### src/tlb_consts.svh
`ifndef TLB_CONSTS_SVH
`define TLB_CONSTS_SVH

// address and page geometry, Sv39
`define TLB_VADDR_W      39
`define TLB_PADDR_W      40
`define TLB_PG_IDX_W     12
`define TLB_VPN_FIELD_W  9
`define TLB_PG_LEVELS    3
`define TLB_PPN_W        28

// entry counts
`define TLB_NORMAL_NUM   8
`define TLB_SUPER_NUM    4

// csr layout
`define TLB_XLEN         64
`define TLB_STATUS_SUM   18
`define TLB_STATUS_MXR   19

`endif

### src/tlb_pkg.sv
`include "tlb_consts.svh"

package tlb_pkg;

  typedef logic [`TLB_VADDR_W-1:0] vaddr_t;
  typedef logic [`TLB_PADDR_W-1:0] paddr_t;
  typedef logic [`TLB_VPN_FIELD_W*`TLB_PG_LEVELS-1:0] vpn_t;
  typedef logic [`TLB_PPN_W-1:0] ppn_t;

  // walk level, 2 is a 4 KiB leaf, 0 is a 1 GiB leaf
  typedef logic [1:0] level_t;

  // U=0, S=1, M=3
  typedef logic [1:0] priv_t;

  typedef logic [`TLB_XLEN-1:0] xlen_t;

  // decoded leaf permissions
  typedef struct packed {
    logic u;
    logic sr;
    logic sw;
    logic sx;
  } tlb_flags_t;

  typedef enum logic [1:0] {
    ST_READY           = 2'd0,
    ST_REQUEST         = 2'd1,
    ST_WAIT            = 2'd2,
    ST_WAIT_INVALIDATE = 2'd3
  } refill_state_t;

endpackage

### src/tlb_ctrl.sv
`timescale 1ns/1ps
`include "tlb_consts.svh"

module tlb_ctrl import tlb_pkg::*; (
  input  logic                       i_clk,
  input  logic                       i_reset_n,
  input  logic                       i_req_valid,
  input  vpn_t                       i_req_vpn,
  input  logic                       i_lookup_miss,
  input  logic                       i_kill,
  input  logic                       i_sfence,
  input  logic                       i_ptw_req_ready,
  input  logic                       i_ptw_resp_valid,
  input  xlen_t                      i_ptw_resp_pte,
  input  level_t                     i_ptw_resp_level,
  input  logic [`TLB_NORMAL_NUM-1:0] i_normal_valids,
  input  logic [`TLB_SUPER_NUM-1:0]  i_super_valids,
  output logic                       o_ready,
  output logic                       o_ptw_req_valid,
  output vpn_t                       o_ptw_req_vpn,
  output logic                       o_fill_normal,
  output logic                       o_fill_super,
  output logic [`TLB_NORMAL_NUM-1:0] o_fill_slot_normal,
  output logic [`TLB_SUPER_NUM-1:0]  o_fill_slot_super,
  output vpn_t                       o_fill_vpn,
  output ppn_t                       o_fill_ppn,
  output level_t                     o_fill_level,
  output tlb_flags_t                 o_fill_flags,
  output logic                       o_tlb_update
);

  refill_state_t r_state;
  vpn_t          r_refill_tag;
  logic          w_start;
  logic          w_do_fill;
  logic          w_leaf;
  logic [`TLB_NORMAL_NUM-1:0] w_free_normal;
  logic [`TLB_SUPER_NUM-1:0]  w_free_super;

  // ----------------------------------------------------------------------
  // refill FSM
  // ----------------------------------------------------------------------
  assign w_start   = (r_state == ST_READY) && i_req_valid && i_lookup_miss;
  assign w_do_fill = (r_state == ST_WAIT) && i_ptw_resp_valid && !i_sfence;

  always_ff @(posedge i_clk or negedge i_reset_n) begin
    if (!i_reset_n) begin
      r_state      <= ST_READY;
      o_tlb_update <= 1'b0;
    end else begin
      o_tlb_update <= w_do_fill;
      case (r_state)
        ST_READY: begin
          if (w_start) begin
            r_state <= ST_REQUEST;
          end
        end
        ST_REQUEST: begin
          if (i_kill) begin
            r_state <= ST_READY;
          end else if (i_ptw_req_ready) begin
            r_state <= i_sfence ? ST_WAIT_INVALIDATE : ST_WAIT;
          end else if (i_sfence) begin
            r_state <= ST_READY;
          end
        end
        ST_WAIT: begin
          if (i_ptw_resp_valid) begin
            r_state <= ST_READY; // walk over either way
          end else if (i_sfence) begin
            r_state <= ST_WAIT_INVALIDATE;
          end
        end
        default: begin
          if (i_ptw_resp_valid) begin
            r_state <= ST_READY;
          end
        end
      endcase
    end
  end

  always_ff @(posedge i_clk) begin
    if (w_start) begin
      r_refill_tag <= i_req_vpn;
    end
  end

  assign o_ready         = (r_state == ST_READY);
  assign o_ptw_req_valid = (r_state == ST_REQUEST);
  assign o_ptw_req_vpn   = r_refill_tag;

  // ----------------------------------------------------------------------
  // fill data
  // ----------------------------------------------------------------------
  // pte bit order from bit 0 is v r w x u g a d
  assign w_leaf = i_ptw_resp_pte[0] & i_ptw_resp_pte[6] &
                  (i_ptw_resp_pte[1] | (i_ptw_resp_pte[3] & ~i_ptw_resp_pte[2]));

  assign o_fill_flags.u  = i_ptw_resp_pte[4];
  assign o_fill_flags.sr = w_leaf & i_ptw_resp_pte[1];
  assign o_fill_flags.sw = w_leaf & i_ptw_resp_pte[2] & i_ptw_resp_pte[7];
  assign o_fill_flags.sx = w_leaf & i_ptw_resp_pte[3];

  assign o_fill_vpn   = r_refill_tag;
  assign o_fill_ppn   = i_ptw_resp_pte[10 +: `TLB_PPN_W];
  assign o_fill_level = i_ptw_resp_level;

  assign o_fill_normal = w_do_fill && (i_ptw_resp_level == `TLB_PG_LEVELS - 1);
  assign o_fill_super  = w_do_fill && (i_ptw_resp_level < `TLB_PG_LEVELS - 1);

  // lowest free entry or entry 0 when full
  assign w_free_normal      = ~i_normal_valids & (i_normal_valids + 1'b1);
  assign w_free_super       = ~i_super_valids & (i_super_valids + 1'b1);
  assign o_fill_slot_normal = (w_free_normal == '0) ?
                              {{(`TLB_NORMAL_NUM-1){1'b0}}, 1'b1} : w_free_normal;
  assign o_fill_slot_super  = (w_free_super == '0) ?
                              {{(`TLB_SUPER_NUM-1){1'b0}}, 1'b1} : w_free_super;

  a_one_fill: assert property (@(posedge i_clk) disable iff (!i_reset_n)
    !(o_fill_normal && o_fill_super));

  a_req_hold: assert property (@(posedge i_clk) disable iff (!i_reset_n)
    o_ptw_req_valid && !i_ptw_req_ready && !i_kill && !i_sfence |=>
      o_ptw_req_valid && $stable(o_ptw_req_vpn));

endmodule

### src/tlb_page_array.sv
`timescale 1ns/1ps
`include "tlb_consts.svh"

module tlb_page_array import tlb_pkg::*; #(
  parameter int NUM_ENTRIES = `TLB_NORMAL_NUM
) (
  input  logic                   i_clk,
  input  logic                   i_reset_n,
  input  vpn_t                   i_lookup_vpn,
  input  logic                   i_flush,
  input  logic                   i_fill,
  input  logic [NUM_ENTRIES-1:0] i_fill_slot,
  input  vpn_t                   i_fill_vpn,
  input  ppn_t                   i_fill_ppn,
  input  tlb_flags_t             i_fill_flags,
  output logic                   o_hit,
  output ppn_t                   o_hit_ppn,
  output tlb_flags_t             o_hit_flags,
  output logic [NUM_ENTRIES-1:0] o_valids
);

  logic [NUM_ENTRIES-1:0] r_valid;
  vpn_t                   r_tag   [NUM_ENTRIES];
  ppn_t                   r_ppn   [NUM_ENTRIES];
  tlb_flags_t             r_flags [NUM_ENTRIES];
  logic [NUM_ENTRIES-1:0] w_hit_vec;

  // fill beats flush on the written entry
  always_ff @(posedge i_clk or negedge i_reset_n) begin
    if (!i_reset_n) begin
      r_valid <= '0;
    end else begin
      for (int i = 0; i < NUM_ENTRIES; i++) begin
        if (i_fill && i_fill_slot[i]) begin
          r_valid[i] <= 1'b1;
        end else if (i_flush) begin
          r_valid[i] <= 1'b0;
        end
      end
    end
  end

  always_ff @(posedge i_clk) begin
    for (int i = 0; i < NUM_ENTRIES; i++) begin
      if (i_fill && i_fill_slot[i]) begin
        r_tag[i]   <= i_fill_vpn;
        r_ppn[i]   <= i_fill_ppn;
        r_flags[i] <= i_fill_flags;
      end
    end
  end

  // full tag compare, one-hot or-select
  always_comb begin
    o_hit_ppn   = '0;
    o_hit_flags = '0;
    for (int i = 0; i < NUM_ENTRIES; i++) begin
      w_hit_vec[i] = r_valid[i] && (r_tag[i] == i_lookup_vpn);
      if (w_hit_vec[i]) begin
        o_hit_ppn   = o_hit_ppn | r_ppn[i];
        o_hit_flags = o_hit_flags | r_flags[i];
      end
    end
  end

  assign o_hit    = |w_hit_vec;
  assign o_valids = r_valid;

  a_single_hit: assert property (@(posedge i_clk) disable iff (!i_reset_n)
    $onehot0(w_hit_vec));

endmodule

### src/tlb_resp_gen.sv
`timescale 1ns/1ps
`include "tlb_consts.svh"

module tlb_resp_gen import tlb_pkg::*; (
  input  logic       i_req_valid,
  input  vaddr_t     i_req_vaddr,
  input  logic [1:0] i_req_cmd,   // 0 read, 1 write, 2 fetch
  input  logic       i_req_passthrough,
  input  priv_t      i_priv,
  input  xlen_t      i_csr_satp,
  input  xlen_t      i_csr_status,
  input  logic       i_page_hit,
  input  ppn_t       i_page_ppn,
  input  tlb_flags_t i_page_flags,
  input  logic       i_super_hit,
  input  ppn_t       i_super_ppn,
  input  tlb_flags_t i_super_flags,
  input  logic       i_fill_strobe,
  output logic       o_lookup_miss,
  output logic       o_resp_miss,
  output paddr_t     o_resp_paddr,
  output logic       o_pf_ld,
  output logic       o_pf_st,
  output logic       o_pf_inst
);

  logic       w_vm_en;
  logic       w_hit;
  logic       w_check;
  logic       w_priv_s;
  logic       w_rw_ok;
  logic       w_x_ok;
  logic       w_sum;
  logic       w_mxr;
  ppn_t       w_ppn;
  tlb_flags_t w_flags;

  assign w_vm_en = (i_csr_satp[`TLB_XLEN-1 -: 2] != 2'b00) && (i_priv <= 2'd1) &&
                   !i_req_passthrough;

  assign w_hit   = i_page_hit | i_super_hit;
  assign w_ppn   = i_page_hit ? i_page_ppn : i_super_ppn;
  assign w_flags = i_page_hit ? i_page_flags : i_super_flags;

  assign o_lookup_miss = i_req_valid && w_vm_en && !w_hit;
  assign o_resp_miss   = o_lookup_miss || i_fill_strobe;
  assign o_resp_paddr  = w_vm_en ? {w_ppn, i_req_vaddr[`TLB_PG_IDX_W-1:0]} :
                         {{(`TLB_PADDR_W - `TLB_VADDR_W){1'b0}}, i_req_vaddr};

  // permission checks
  assign w_sum    = i_csr_status[`TLB_STATUS_SUM];
  assign w_mxr    = i_csr_status[`TLB_STATUS_MXR];
  assign w_priv_s = (i_priv == 2'd1);
  assign w_rw_ok  = w_priv_s ? (!w_flags.u || w_sum) : w_flags.u;
  assign w_x_ok   = w_priv_s ? !w_flags.u : w_flags.u;
  assign w_check  = w_vm_en && w_hit;

  assign o_pf_ld   = w_check && (i_req_cmd == 2'd0) &&
                     !(w_rw_ok && (w_flags.sr || (w_flags.sx && w_mxr)));
  assign o_pf_st   = w_check && (i_req_cmd == 2'd1) && !(w_rw_ok && w_flags.sw);
  assign o_pf_inst = w_check && (i_req_cmd == 2'd2) && !(w_x_ok && w_flags.sx);

endmodule

### src/tlb_superpage_array.sv
`timescale 1ns/1ps
`include "tlb_consts.svh"

module tlb_superpage_array import tlb_pkg::*; #(
  parameter int NUM_ENTRIES = `TLB_SUPER_NUM
) (
  input  logic                   i_clk,
  input  logic                   i_reset_n,
  input  vpn_t                   i_lookup_vpn,
  input  logic                   i_flush,
  input  logic                   i_fill,
  input  logic [NUM_ENTRIES-1:0] i_fill_slot,
  input  vpn_t                   i_fill_vpn,
  input  ppn_t                   i_fill_ppn,
  input  level_t                 i_fill_level,
  input  tlb_flags_t             i_fill_flags,
  output logic                   o_hit,
  output ppn_t                   o_hit_ppn,
  output tlb_flags_t             o_hit_flags,
  output logic [NUM_ENTRIES-1:0] o_valids
);

  logic [NUM_ENTRIES-1:0] r_valid;
  vpn_t                   r_tag   [NUM_ENTRIES];
  ppn_t                   r_ppn   [NUM_ENTRIES];
  level_t                 r_level [NUM_ENTRIES];
  tlb_flags_t             r_flags [NUM_ENTRIES];
  logic [NUM_ENTRIES-1:0] w_hit_vec;
  ppn_t                   w_entry_ppn [NUM_ENTRIES];

  always_ff @(posedge i_clk or negedge i_reset_n) begin
    if (!i_reset_n) begin
      r_valid <= '0;
    end else begin
      for (int i = 0; i < NUM_ENTRIES; i++) begin
        if (i_fill && i_fill_slot[i]) begin
          r_valid[i] <= 1'b1;
        end else if (i_flush) begin
          r_valid[i] <= 1'b0;
        end
      end
    end
  end

  always_ff @(posedge i_clk) begin
    for (int i = 0; i < NUM_ENTRIES; i++) begin
      if (i_fill && i_fill_slot[i]) begin
        r_tag[i]   <= i_fill_vpn;
        r_ppn[i]   <= i_fill_ppn;
        r_level[i] <= i_fill_level;
        r_flags[i] <= i_fill_flags;
      end
    end
  end

  // ----------------------------------------------------------------------
  // level-aware match, fields below the leaf come from the lookup vpn
  // ----------------------------------------------------------------------
  for (genvar e = 0; e < NUM_ENTRIES; e++) begin : g_entry
    logic [`TLB_PG_LEVELS-1:0] w_field_match;

    for (genvar lvl = 0; lvl < `TLB_PG_LEVELS; lvl++) begin : g_lvl
      localparam int BASE = (`TLB_PG_LEVELS - 1 - lvl) * `TLB_VPN_FIELD_W;
      logic w_ignore;

      assign w_ignore = (lvl > r_level[e]);
      assign w_field_match[lvl] = w_ignore ||
        (r_tag[e][BASE +: `TLB_VPN_FIELD_W] == i_lookup_vpn[BASE +: `TLB_VPN_FIELD_W]);
      assign w_entry_ppn[e][BASE +: `TLB_VPN_FIELD_W] = w_ignore ?
        i_lookup_vpn[BASE +: `TLB_VPN_FIELD_W] : r_ppn[e][BASE +: `TLB_VPN_FIELD_W];
    end

    // ppn msb sits above the vpn fields
    assign w_entry_ppn[e][`TLB_PPN_W-1] = r_ppn[e][`TLB_PPN_W-1];
    assign w_hit_vec[e] = r_valid[e] && (&w_field_match);

    a_level: assert property (@(posedge i_clk) disable iff (!i_reset_n)
      r_valid[e] |-> r_level[e] < `TLB_PG_LEVELS - 1);
  end

  always_comb begin
    o_hit_ppn   = '0;
    o_hit_flags = '0;
    for (int i = 0; i < NUM_ENTRIES; i++) begin
      if (w_hit_vec[i]) begin
        o_hit_ppn   = o_hit_ppn | w_entry_ppn[i];
        o_hit_flags = o_hit_flags | r_flags[i];
      end
    end
  end

  assign o_hit    = |w_hit_vec;
  assign o_valids = r_valid;

endmodule

### src/tlb_top.sv
`timescale 1ns/1ps
`include "tlb_consts.svh"

module tlb_top import tlb_pkg::*; (
  input  logic       i_clk,
  input  logic       i_reset_n,
  input  logic       i_req_valid,
  input  vaddr_t     i_req_vaddr,
  input  logic [1:0] i_req_cmd,
  input  logic       i_req_passthrough,
  input  logic       i_kill,
  input  logic       i_sfence,
  input  priv_t      i_priv,
  input  xlen_t      i_csr_satp,
  input  xlen_t      i_csr_status,
  output logic       o_ready,
  output logic       o_resp_miss,
  output paddr_t     o_resp_paddr,
  output logic       o_pf_ld,
  output logic       o_pf_st,
  output logic       o_pf_inst,
  // walker
  output logic       o_ptw_req_valid,
  input  logic       i_ptw_req_ready,
  output vpn_t       o_ptw_req_vpn,
  input  logic       i_ptw_resp_valid,
  input  xlen_t      i_ptw_resp_pte,
  input  level_t     i_ptw_resp_level,
  output xlen_t      o_ptw_status,
  output logic       o_tlb_update
);

  vpn_t       w_req_vpn;
  logic       w_lookup_miss;
  logic       w_fill_normal;
  logic       w_fill_super;
  logic [`TLB_NORMAL_NUM-1:0] w_slot_normal;
  logic [`TLB_SUPER_NUM-1:0]  w_slot_super;
  logic [`TLB_NORMAL_NUM-1:0] w_normal_valids;
  logic [`TLB_SUPER_NUM-1:0]  w_super_valids;
  vpn_t       w_fill_vpn;
  ppn_t       w_fill_ppn;
  level_t     w_fill_level;
  tlb_flags_t w_fill_flags;
  logic       w_page_hit;
  ppn_t       w_page_ppn;
  tlb_flags_t w_page_flags;
  logic       w_super_hit;
  ppn_t       w_super_ppn;
  tlb_flags_t w_super_flags;

  assign w_req_vpn    = i_req_vaddr[`TLB_VADDR_W-1:`TLB_PG_IDX_W];
  assign o_ptw_status = i_csr_status;

  tlb_ctrl u_ctrl (
    .i_clk, .i_reset_n, .i_req_valid,
    .i_req_vpn          (w_req_vpn),
    .i_lookup_miss      (w_lookup_miss),
    .i_kill, .i_sfence, .i_ptw_req_ready, .i_ptw_resp_valid,
    .i_ptw_resp_pte, .i_ptw_resp_level,
    .i_normal_valids    (w_normal_valids),
    .i_super_valids     (w_super_valids),
    .o_ready, .o_ptw_req_valid, .o_ptw_req_vpn,
    .o_fill_normal      (w_fill_normal),
    .o_fill_super       (w_fill_super),
    .o_fill_slot_normal (w_slot_normal),
    .o_fill_slot_super  (w_slot_super),
    .o_fill_vpn         (w_fill_vpn),
    .o_fill_ppn         (w_fill_ppn),
    .o_fill_level       (w_fill_level),
    .o_fill_flags       (w_fill_flags),
    .o_tlb_update
  );

  tlb_page_array #(.NUM_ENTRIES(`TLB_NORMAL_NUM)) u_page (
    .i_clk, .i_reset_n,
    .i_lookup_vpn (w_req_vpn),
    .i_flush      (i_sfence),
    .i_fill       (w_fill_normal),
    .i_fill_slot  (w_slot_normal),
    .i_fill_vpn   (w_fill_vpn),
    .i_fill_ppn   (w_fill_ppn),
    .i_fill_flags (w_fill_flags),
    .o_hit        (w_page_hit),
    .o_hit_ppn    (w_page_ppn),
    .o_hit_flags  (w_page_flags),
    .o_valids     (w_normal_valids)
  );

  tlb_superpage_array #(.NUM_ENTRIES(`TLB_SUPER_NUM)) u_super (
    .i_clk, .i_reset_n,
    .i_lookup_vpn (w_req_vpn),
    .i_flush      (i_sfence),
    .i_fill       (w_fill_super),
    .i_fill_slot  (w_slot_super),
    .i_fill_vpn   (w_fill_vpn),
    .i_fill_ppn   (w_fill_ppn),
    .i_fill_level (w_fill_level),
    .i_fill_flags (w_fill_flags),
    .o_hit        (w_super_hit),
    .o_hit_ppn    (w_super_ppn),
    .o_hit_flags  (w_super_flags),
    .o_valids     (w_super_valids)
  );

  tlb_resp_gen u_resp (
    .i_req_valid, .i_req_vaddr, .i_req_cmd, .i_req_passthrough,
    .i_priv, .i_csr_satp, .i_csr_status,
    .i_page_hit    (w_page_hit),
    .i_page_ppn    (w_page_ppn),
    .i_page_flags  (w_page_flags),
    .i_super_hit   (w_super_hit),
    .i_super_ppn   (w_super_ppn),
    .i_super_flags (w_super_flags),
    .i_fill_strobe (w_fill_normal | w_fill_super),
    .o_lookup_miss (w_lookup_miss),
    .o_resp_miss, .o_resp_paddr, .o_pf_ld, .o_pf_st, .o_pf_inst
  );

endmodule

### config.mk
export PLATFORM = sky130hd
export DESIGN_NAME = tlb_top
export DESIGN_NICKNAME = d
export VERILOG_FILES = /design/src/tlb_pkg.sv /design/src/tlb_ctrl.sv /design/src/tlb_page_array.sv /design/src/tlb_resp_gen.sv /design/src/tlb_superpage_array.sv /design/src/tlb_top.sv
export VERILOG_INCLUDE_DIRS = /design/src /design/src/src
export SDC_FILE = /design/constraint.sdc
export NUM_CORES = 1
export LEC_CHECK = 0
export BUFFER_PORTS_ARGS = -buffer_cell sky130_fd_sc_hd__buf_2
export CAP_MARGIN = 10
export CORE_AREA = 2 2 239 335
export CTS_BUF_LIST = sky130_fd_sc_hd__clkbuf_16
export CTS_CLUSTER_SIZE = 8
export DETAILED_ROUTE_END_ITERATION = 6
export DIE_AREA = 0 0 241 337
export RECOVER_POWER = 50
export SETUP_SLACK_MARGIN = 0.3
export SYNTH_ARGS = -nofsm -noshare
export SYNTH_HDL_FRONTEND = slang
export SYNTH_SLANG_ARGS = --single-unit
### constraint.sdc
create_clock -name i_clk -period 14.8 [get_ports i_clk]
set_input_delay 1.48 -clock i_clk [delete_from_list [all_inputs] [get_ports i_clk]]
set_output_delay 1.48 -clock i_clk [all_outputs]
set_load 0.05 [all_outputs]
==> results of run 1 <==
-- per-layer routing --
layer / global-route usage (%) / up-vias / wire (µm)
li1: - / 7384 / -
met1: 26.0 / 9061 / 34000
met2: 39.3 / 680 / 46700
met3: 3.09 / 248 / 5130
met4: 11.5 / 2 / 4110
met5: 0 / - / 13
-- power groups by stage --
stage | logic (W) | registers, W | clock network, W
2_1_floorplan | 0.000192 | 0.00243 | 0
3_3_place_gp | 0.000217 | 0.00243 | 0
3_5_place_dp | 0.000225 | 0.00243 | 0
4_1_cts | 0.000226 | 0.00239 | 0.00215
5_1_grt | 0.000237 | 0.00239 | 0.00223
6_report | 0.000222 | 0.00239 | 0.00212
-- registers in the layout, indices dropped and copies added (netlist names) --
register             count
u_page.r_flags          32
u_super.r_flags         16
u_super.r_ppn          112
u_ctrl.o_tlb_update      1
u_super.o_valids         4
u_ctrl.o_fill_vpn       27
u_super.r_level          8
u_super.r_tag          108
u_ctrl.r_state           2
u_page.r_ppn           224
u_page.r_tag           216
u_page.o_valids          8
-- cell usage after synthesis (all sizes together), types with 2 or more instances --
master,instances
and2,8
dfrtp,15
o22ai,36
a21o,29
a32oi,3
nor4b,2
inv,12
a31oi,20
or2,2
o211a,2
and3,3
nand4,66
nand3,23
nor3b,2
or4,5
a21oi,14
a22oi,49
xnor2,272
nor4,34
a22o,53
buf,141
xor2,53
o21ai,31
a211o,4
clkbuf,35
nor2,13
nand2,41
ha,4
nand2b,5
nor3,15
mux2,3
mux2i,72
a221oi,51
edfxtp,743
-- area by class of cell --
cell class	count	share of cell area (%)
diodes	3	0.0214
clock buffers	105	7.48
clock inverters	44	0.783
inverters	12	0.128
multi-input cells	923	20.8
flip-flops and latches	758	64.6
well taps	1054	3.75
repair buffers	177	2.50
-- cell families after synthesis --
kind of cell | synth area share (%)
AOI/OAI and AO/OA | 7.13
buffers and inverters | 3.62
and+or+nand+nor | 4.21
xor gates and xnor gates | 9.19
DFF | 73.3
adders and majority gates | 0.162
muxes | 2.44
-- critical path, cell delays in order --
cell	delay [ps]
clkbuf_1	1340
xnor2_1	210
nand3_1	110
nor4_1	630
a211o_1	490
nand2_1	720
nand4_1	450
nor2_1	130
or4b_1	480
a21oi_1	120
buf_2	270
-- through the flow --
step	instances	worst slack (ps)	hold WS, ps	instance area, µm²
4_1_cts	3073	7610	539	35200
5_1_grt	3076	6770	560	35100
6_report	3076	6860	539	35100
3_5_place_dp	2924	7620	528	32300
2_1_floorplan	1869	6830	473	31000
3_3_place_gp	2924	7640	507	32300
-- worst paths after layout --
path	to	cells after the start	from	slack, ps
setup / recovery	o_pf_inst	11	i_req_vaddr[20]	6860
hold / removal	u_page.o_valids[4]	1	u_page.o_valids[4]	540
setup reg to reg	u_ctrl.o_fill_vpn[26]	8	u_super.r_level[0][1]	10540
hold reg to reg	u_page.o_valids[4]	1	u_page.o_valids[4]	540
max in group asynchronous	u_page.o_valids[0]	1	i_reset_n	12910
min in group asynchronous	u_ctrl.o_tlb_update	1	i_reset_n	1110
==> results.yml, run 1 <==
timing:
  fin_crit_sh_pct: 53.7
  fin_tns_setup_ps: 0
  period_needed_ps: 7940
  clock_skew_ps: 20.6
  hold_viol_final: 0
  worst_slew_pin_slew_ps: 2620
  setup-violations-final: 0
  maxSlewHeadroom_pct: -74.6
  clock.fmax_ghz: 0.126
  rsz0062_at_grt: "false"
  slew_viol_final: 479
grt:
  grt_pass1_wl_mm: 128
  overflow: 0
  antenna_found_initial: 5
  grt_usage_pct: 22.2
  grt_pass1_vias: 18100
  grt_start_max_net_pins: 63
run_status:
  status: "complete, but fails checks"
  violations: "capacitance limit, slew limit"
die:
  die_w_um: 241
  dieHeight_um: 337
  dieArea_um2: 81200
  core-area_um2: 78500
  io-pin-count: 383
  start_util_pct: 39.5
  rows: 122
yosys:
  yosys-top-cells-area: "edfxtp_1 72%, xnor2_1 7.7%, mux2i_1 2.3%"
  synth_area_um2: 31000
  synth_top_area_share_pct: 72.0
  synth_nets: 2118
  ys.flop_type: "edfxtp_1"
  syn_inst: 1869
  ys_async_sr_fraction_pct: 1.98
  yosysUniqueCellTypes: 50
  synth_enable_flop_cells: 743
  avgSynthCellArea_um2: 16.6
  yosysWarningCount: 0
  yosysTopAreaCell: "edfxtp_1"
  ys_ff_latch: 758
  yosysSeqAreaShare_pct: 73.3
worst_setup_path:
  arrival_ps: 6460
  critPathLaunchType: "input port"
  crit_fanout: 19
  setup.worst_path.end_class: "output port"
  path_class: "in2out"
  required_ps: 13320
power_and_ir_drop:
  swShare_pct: 22.0
  comb_power_share_pct: 4.7
  p_int_w: 0.00369
  fin_total_pwr_w: 0.00473
  power_frac_clock_pct: 44.8
  leakagePower_nw: 11.4
  p_per_area_nw_per_um2: 135
  ir_drop_uv: 94.5
  seq_power_share_pct: 50.5
  p_sw_w: 0.00104
place:
  io_buffers: 143
  routabilityCongestion: 0.794
  dp_hpwl_mm: 51.8
detailed_routing:
  route.detailed.drc: 0
  vias: 17375
  wl_per_cell_um: 29.2
  drt-initial-drc-count: 1449
  avgViaCountPerCell: 5.65
  ant_nets: 0
  firstDrtPassIters: 5
  drt_wl_total_mm: 89.9
clock_tree:
  clockBufferDepth: 3
  clkLatencyLatePin_ps: 660
  clk_pin_slew_ps: 50
  numCtsBuffers: 104
  cts_root_buf: "clkbuf_16"
  cts.sinks: 758
  h-tree-depth: 3
  cts_hold_buf: 0
  post_cts_resized: 0
  cts_setup_buffers: 0
  tritoncts: "done"
finish:
  final_core_util_pct: 44.8
  nets: 2225
  final_common_cell: "edfxtp_1"
  multiInputGateArea_um2: 7300
  seqCellArea_um2: 22700
  mostFrequentLayoutCells: "743 x edfxtp_1, 272 x xnor2_1, 105 x clkbuf_16, 83 x buf_2, 72 x mux2i_1"
  layout-area-overhead-vs-synth_pct: 13.4
  layout-drive-gt1-share_pct: 12.3
  fill_cells: 6841
min_path:
  hold_class: "reg2reg"
run:
  max-cap-violations: 25
No activity file was read; power rests on OpenSTA's default activity.
==> inputs of run 2 (changes only) <==
- clock period: 14.8 -> 6.7 ns (I/O delays scaled with it)
==> run 2 against run 1 <==
  * The run still ends with capacitance limit, slew limit left
  * Combinational power is 130% higher
  * First-iteration DRC count is 11% higher
  * Clock-buffer cell count stayed put
  * Worst setup slack worse by 6200 ps
  * Hold slack worse by 170 ps
  * Largest power group unchanged
  * Highest routed layer unchanged
==> results.yml, run 2 (synthesis results as in run 1) <==
worst_setup_path:
  cpLargestDelayFamily: "simple AND/OR/NAND/NOR gates"
  arrival_ps: 5400
  cpMostUsedCell: "nor4_1"
  critPathLaunchType: "input port"
  path_class: "in2out"
  setup.worst_path.end_class: "output port"
  slowest_delay_ps: 1170
  crit_buf_inv: 3
  required_ps: 6030
  crit_slowest_cell: "clkbuf_1"
  crit_chain: "clkbuf_1 > xor2_1 > nor4_1 > nand4_1 > nor4_4 > nor4_1 > and2_1 > buf_4 > a21oi_1 > o21ai_0 > buf_2"
  crit_fanout: 23
finish:
  seqCellArea_um2: 22700
  nets: 2243
  final_common_cell: "edfxtp_1"
  multiInputGateArea_um2: 7320
  antenna_cells: 0
  reg_top3: "u_page.r_ppn (224), u_page.r_tag (216), u_super.r_ppn (112)"
  layout-drive-gt1-share_pct: 13.7
  mostFrequentLayoutCells: "743 x edfxtp_1, 272 x xnor2_1, 105 x clkbuf_16, 94 x buf_2, 72 x mux2i_1"
  regMostFlops: "u_page.r_ppn"
  layout-area-overhead-vs-synth_pct: 14.0
  fill_cells: 6860
  largest_reg_flops: 224
  final_cells: 3088
power_and_ir_drop:
  swShare_pct: 22.1
  leakagePower_nw: 11.5
  power_frac_clock_pct: 44.7
  seq_power_share_pct: 50.5
  fin_total_pwr_w: 0.0105
  p_per_area_nw_per_um2: 296
  p_sw_w: 0.00231
  comb_power_share_pct: 4.8
  ir_drop_uv: 216
  p_int_w: 0.00815
clock_tree:
  cts.sinks: 758
  clkLatencyLatePin_ps: 670
  clk_pin_slew_ps: 50
  post_cts_resized: 0
  tritoncts: "done"
  clockBufferDepth: 3
  numCtsBuffers: 104
  cts_setup_buffers: 0
  cts_root_buf: "clkbuf_16"
  h-tree-depth: 3
grt:
  overflow: 0
  grt_pass1_vias: 17844
  grtUsageMet2_pct: 39.9
  grt_pass1_wl_mm: 128
  busiest_layer: "met2"
  grt_use_met1_pct: 26.1
  antenna_found_initial: 4
  grt_usage_pct: 22.3
  grt_start_max_net_pins: 63
  met3_usage_pct: 2.95
run:
  max-cap-violations: 2
die:
  dieHeight_um: 337
  start_util_pct: 39.5
  io-pin-count: 383
  rows: 122
  die_w_um: 241
  core-area_um2: 78500
  dieArea_um2: 81200
timing:
  period_needed_ps: 6070
  hold_ws_ps: 366
  fin_crit_sh_pct: 90.6
  setup_ws_ps: 633
  slew_viol_final: 38
  clock.fmax_ghz: 0.165
  fin_tns_setup_ps: 0
  clock_skew_ps: 25.7
  worst_slew_pin_slew_ps: 1650
  maxSlewHeadroom_pct: -9.89
  setup-violations-final: 0
  hold_viol_final: 0
  rsz0062_at_grt: "false"
detailed_routing:
  wl_per_cell_um: 29.2
  route.detailed.drc: 0
  ant_nets: 0
  drt_wl_total_mm: 90.3
  avgViaCountPerCell: 5.57
  drt-initial-drc-count: 1604
  firstDrtPassIters: 6
  vias: 17206
place:
  io_buffers: 143
  routabilityCongestion: 0.794
  dp_hpwl_mm: 53.3
  placed_cells: 2941
  post-place-ws_ps: 1180
min_path:
  hold_class: "in2reg"
run_status:
  violations: "capacitance limit, slew limit"
  status: "complete, but fails checks"
==> run 2: path summary, 6_finish.rpt <==
check / startpoint / endpoint / slack [ps] / cells after the start
worst min register to register: u_page.o_valids[4] / u_page.o_valids[4] / 540 / 1
max in group asynchronous: i_reset_n / u_ctrl.r_state[0] / 5020 / 2
worst min-delay path: i_ptw_resp_level[0] / u_super.r_level[2][0] / 370 / 1
worst max register to register: u_super.r_level[3][1] / u_ctrl.o_fill_vpn[5] / 2590 / 8
min in group asynchronous: i_reset_n / u_ctrl.o_tlb_update / 840 / 2
worst max-delay path: i_req_vaddr[13] / o_resp_paddr[37] / 630 / 11
==> run 2: cell type report <==
type,count,area share (%)
Clock inverter,41,0.744
Tap cell,1054,3.74
Clock buffer,105,7.44
Sequential cell,758,64.3
Inverter,12,0.128
Multi-Input combinational cell,923,20.7
Timing Repair Buffer,195,2.95
==> run 2: worst reg2reg max path, cell delays in order, from the launching register on <==
cell and delay (ps):
edfxtp_1 820, nor2_1 150, a211o_1 420, nand2_1 780
nand4_1 470, nor4_2 280, buf_4 240, and2_1 160
buf_4 410
==> run 2: timing repair <==
| item | CTS | global route |
|---|---|---|
| hold buffers | 1 | 0 |
| hold endpoints to repair | 7 | 0 |
| endpoints found under the setup margin | 0 | 0 |
==> run 2: power by group through the flow <==
stage	clock network (W)	registers, W	logic, W
after global routing	0.00494	0.00528	0.000539
final	0.00468	0.00528	0.000503
after floorplan	0	0.00537	0.000424
after detailed placement	0	0.00537	0.000513
after global placement	0	0.00537	0.000497
after CTS	0.00475	0.00528	0.000515
==> run 2: metal layers <==
| metal | part of all wire (%) | wire [µm] | vias up |
|---|---|---|---|
| met5 | 0.047 | 42 | - |
| met1 | 38 | 34200 | 8975 |
| met3 | 5.3 | 4810 | 215 |
| met2 | 52 | 47300 | 606 |
| li1 | - | - | 7404 |
| met4 | 4.3 | 3910 | 6 |
==> run 2: metrics by stage <==
| stage | cell area [µm²] | utilization [%] |
|---|---|---|
| after detailed placement | 32500 | 41.4 |
| final | 35300 | 45.0 |
| after global placement | 32500 | 41.4 |
| after global routing | 35300 | 45.0 |
| after CTS | 35400 | 45.1 |
| after floorplan | 31000 | - |
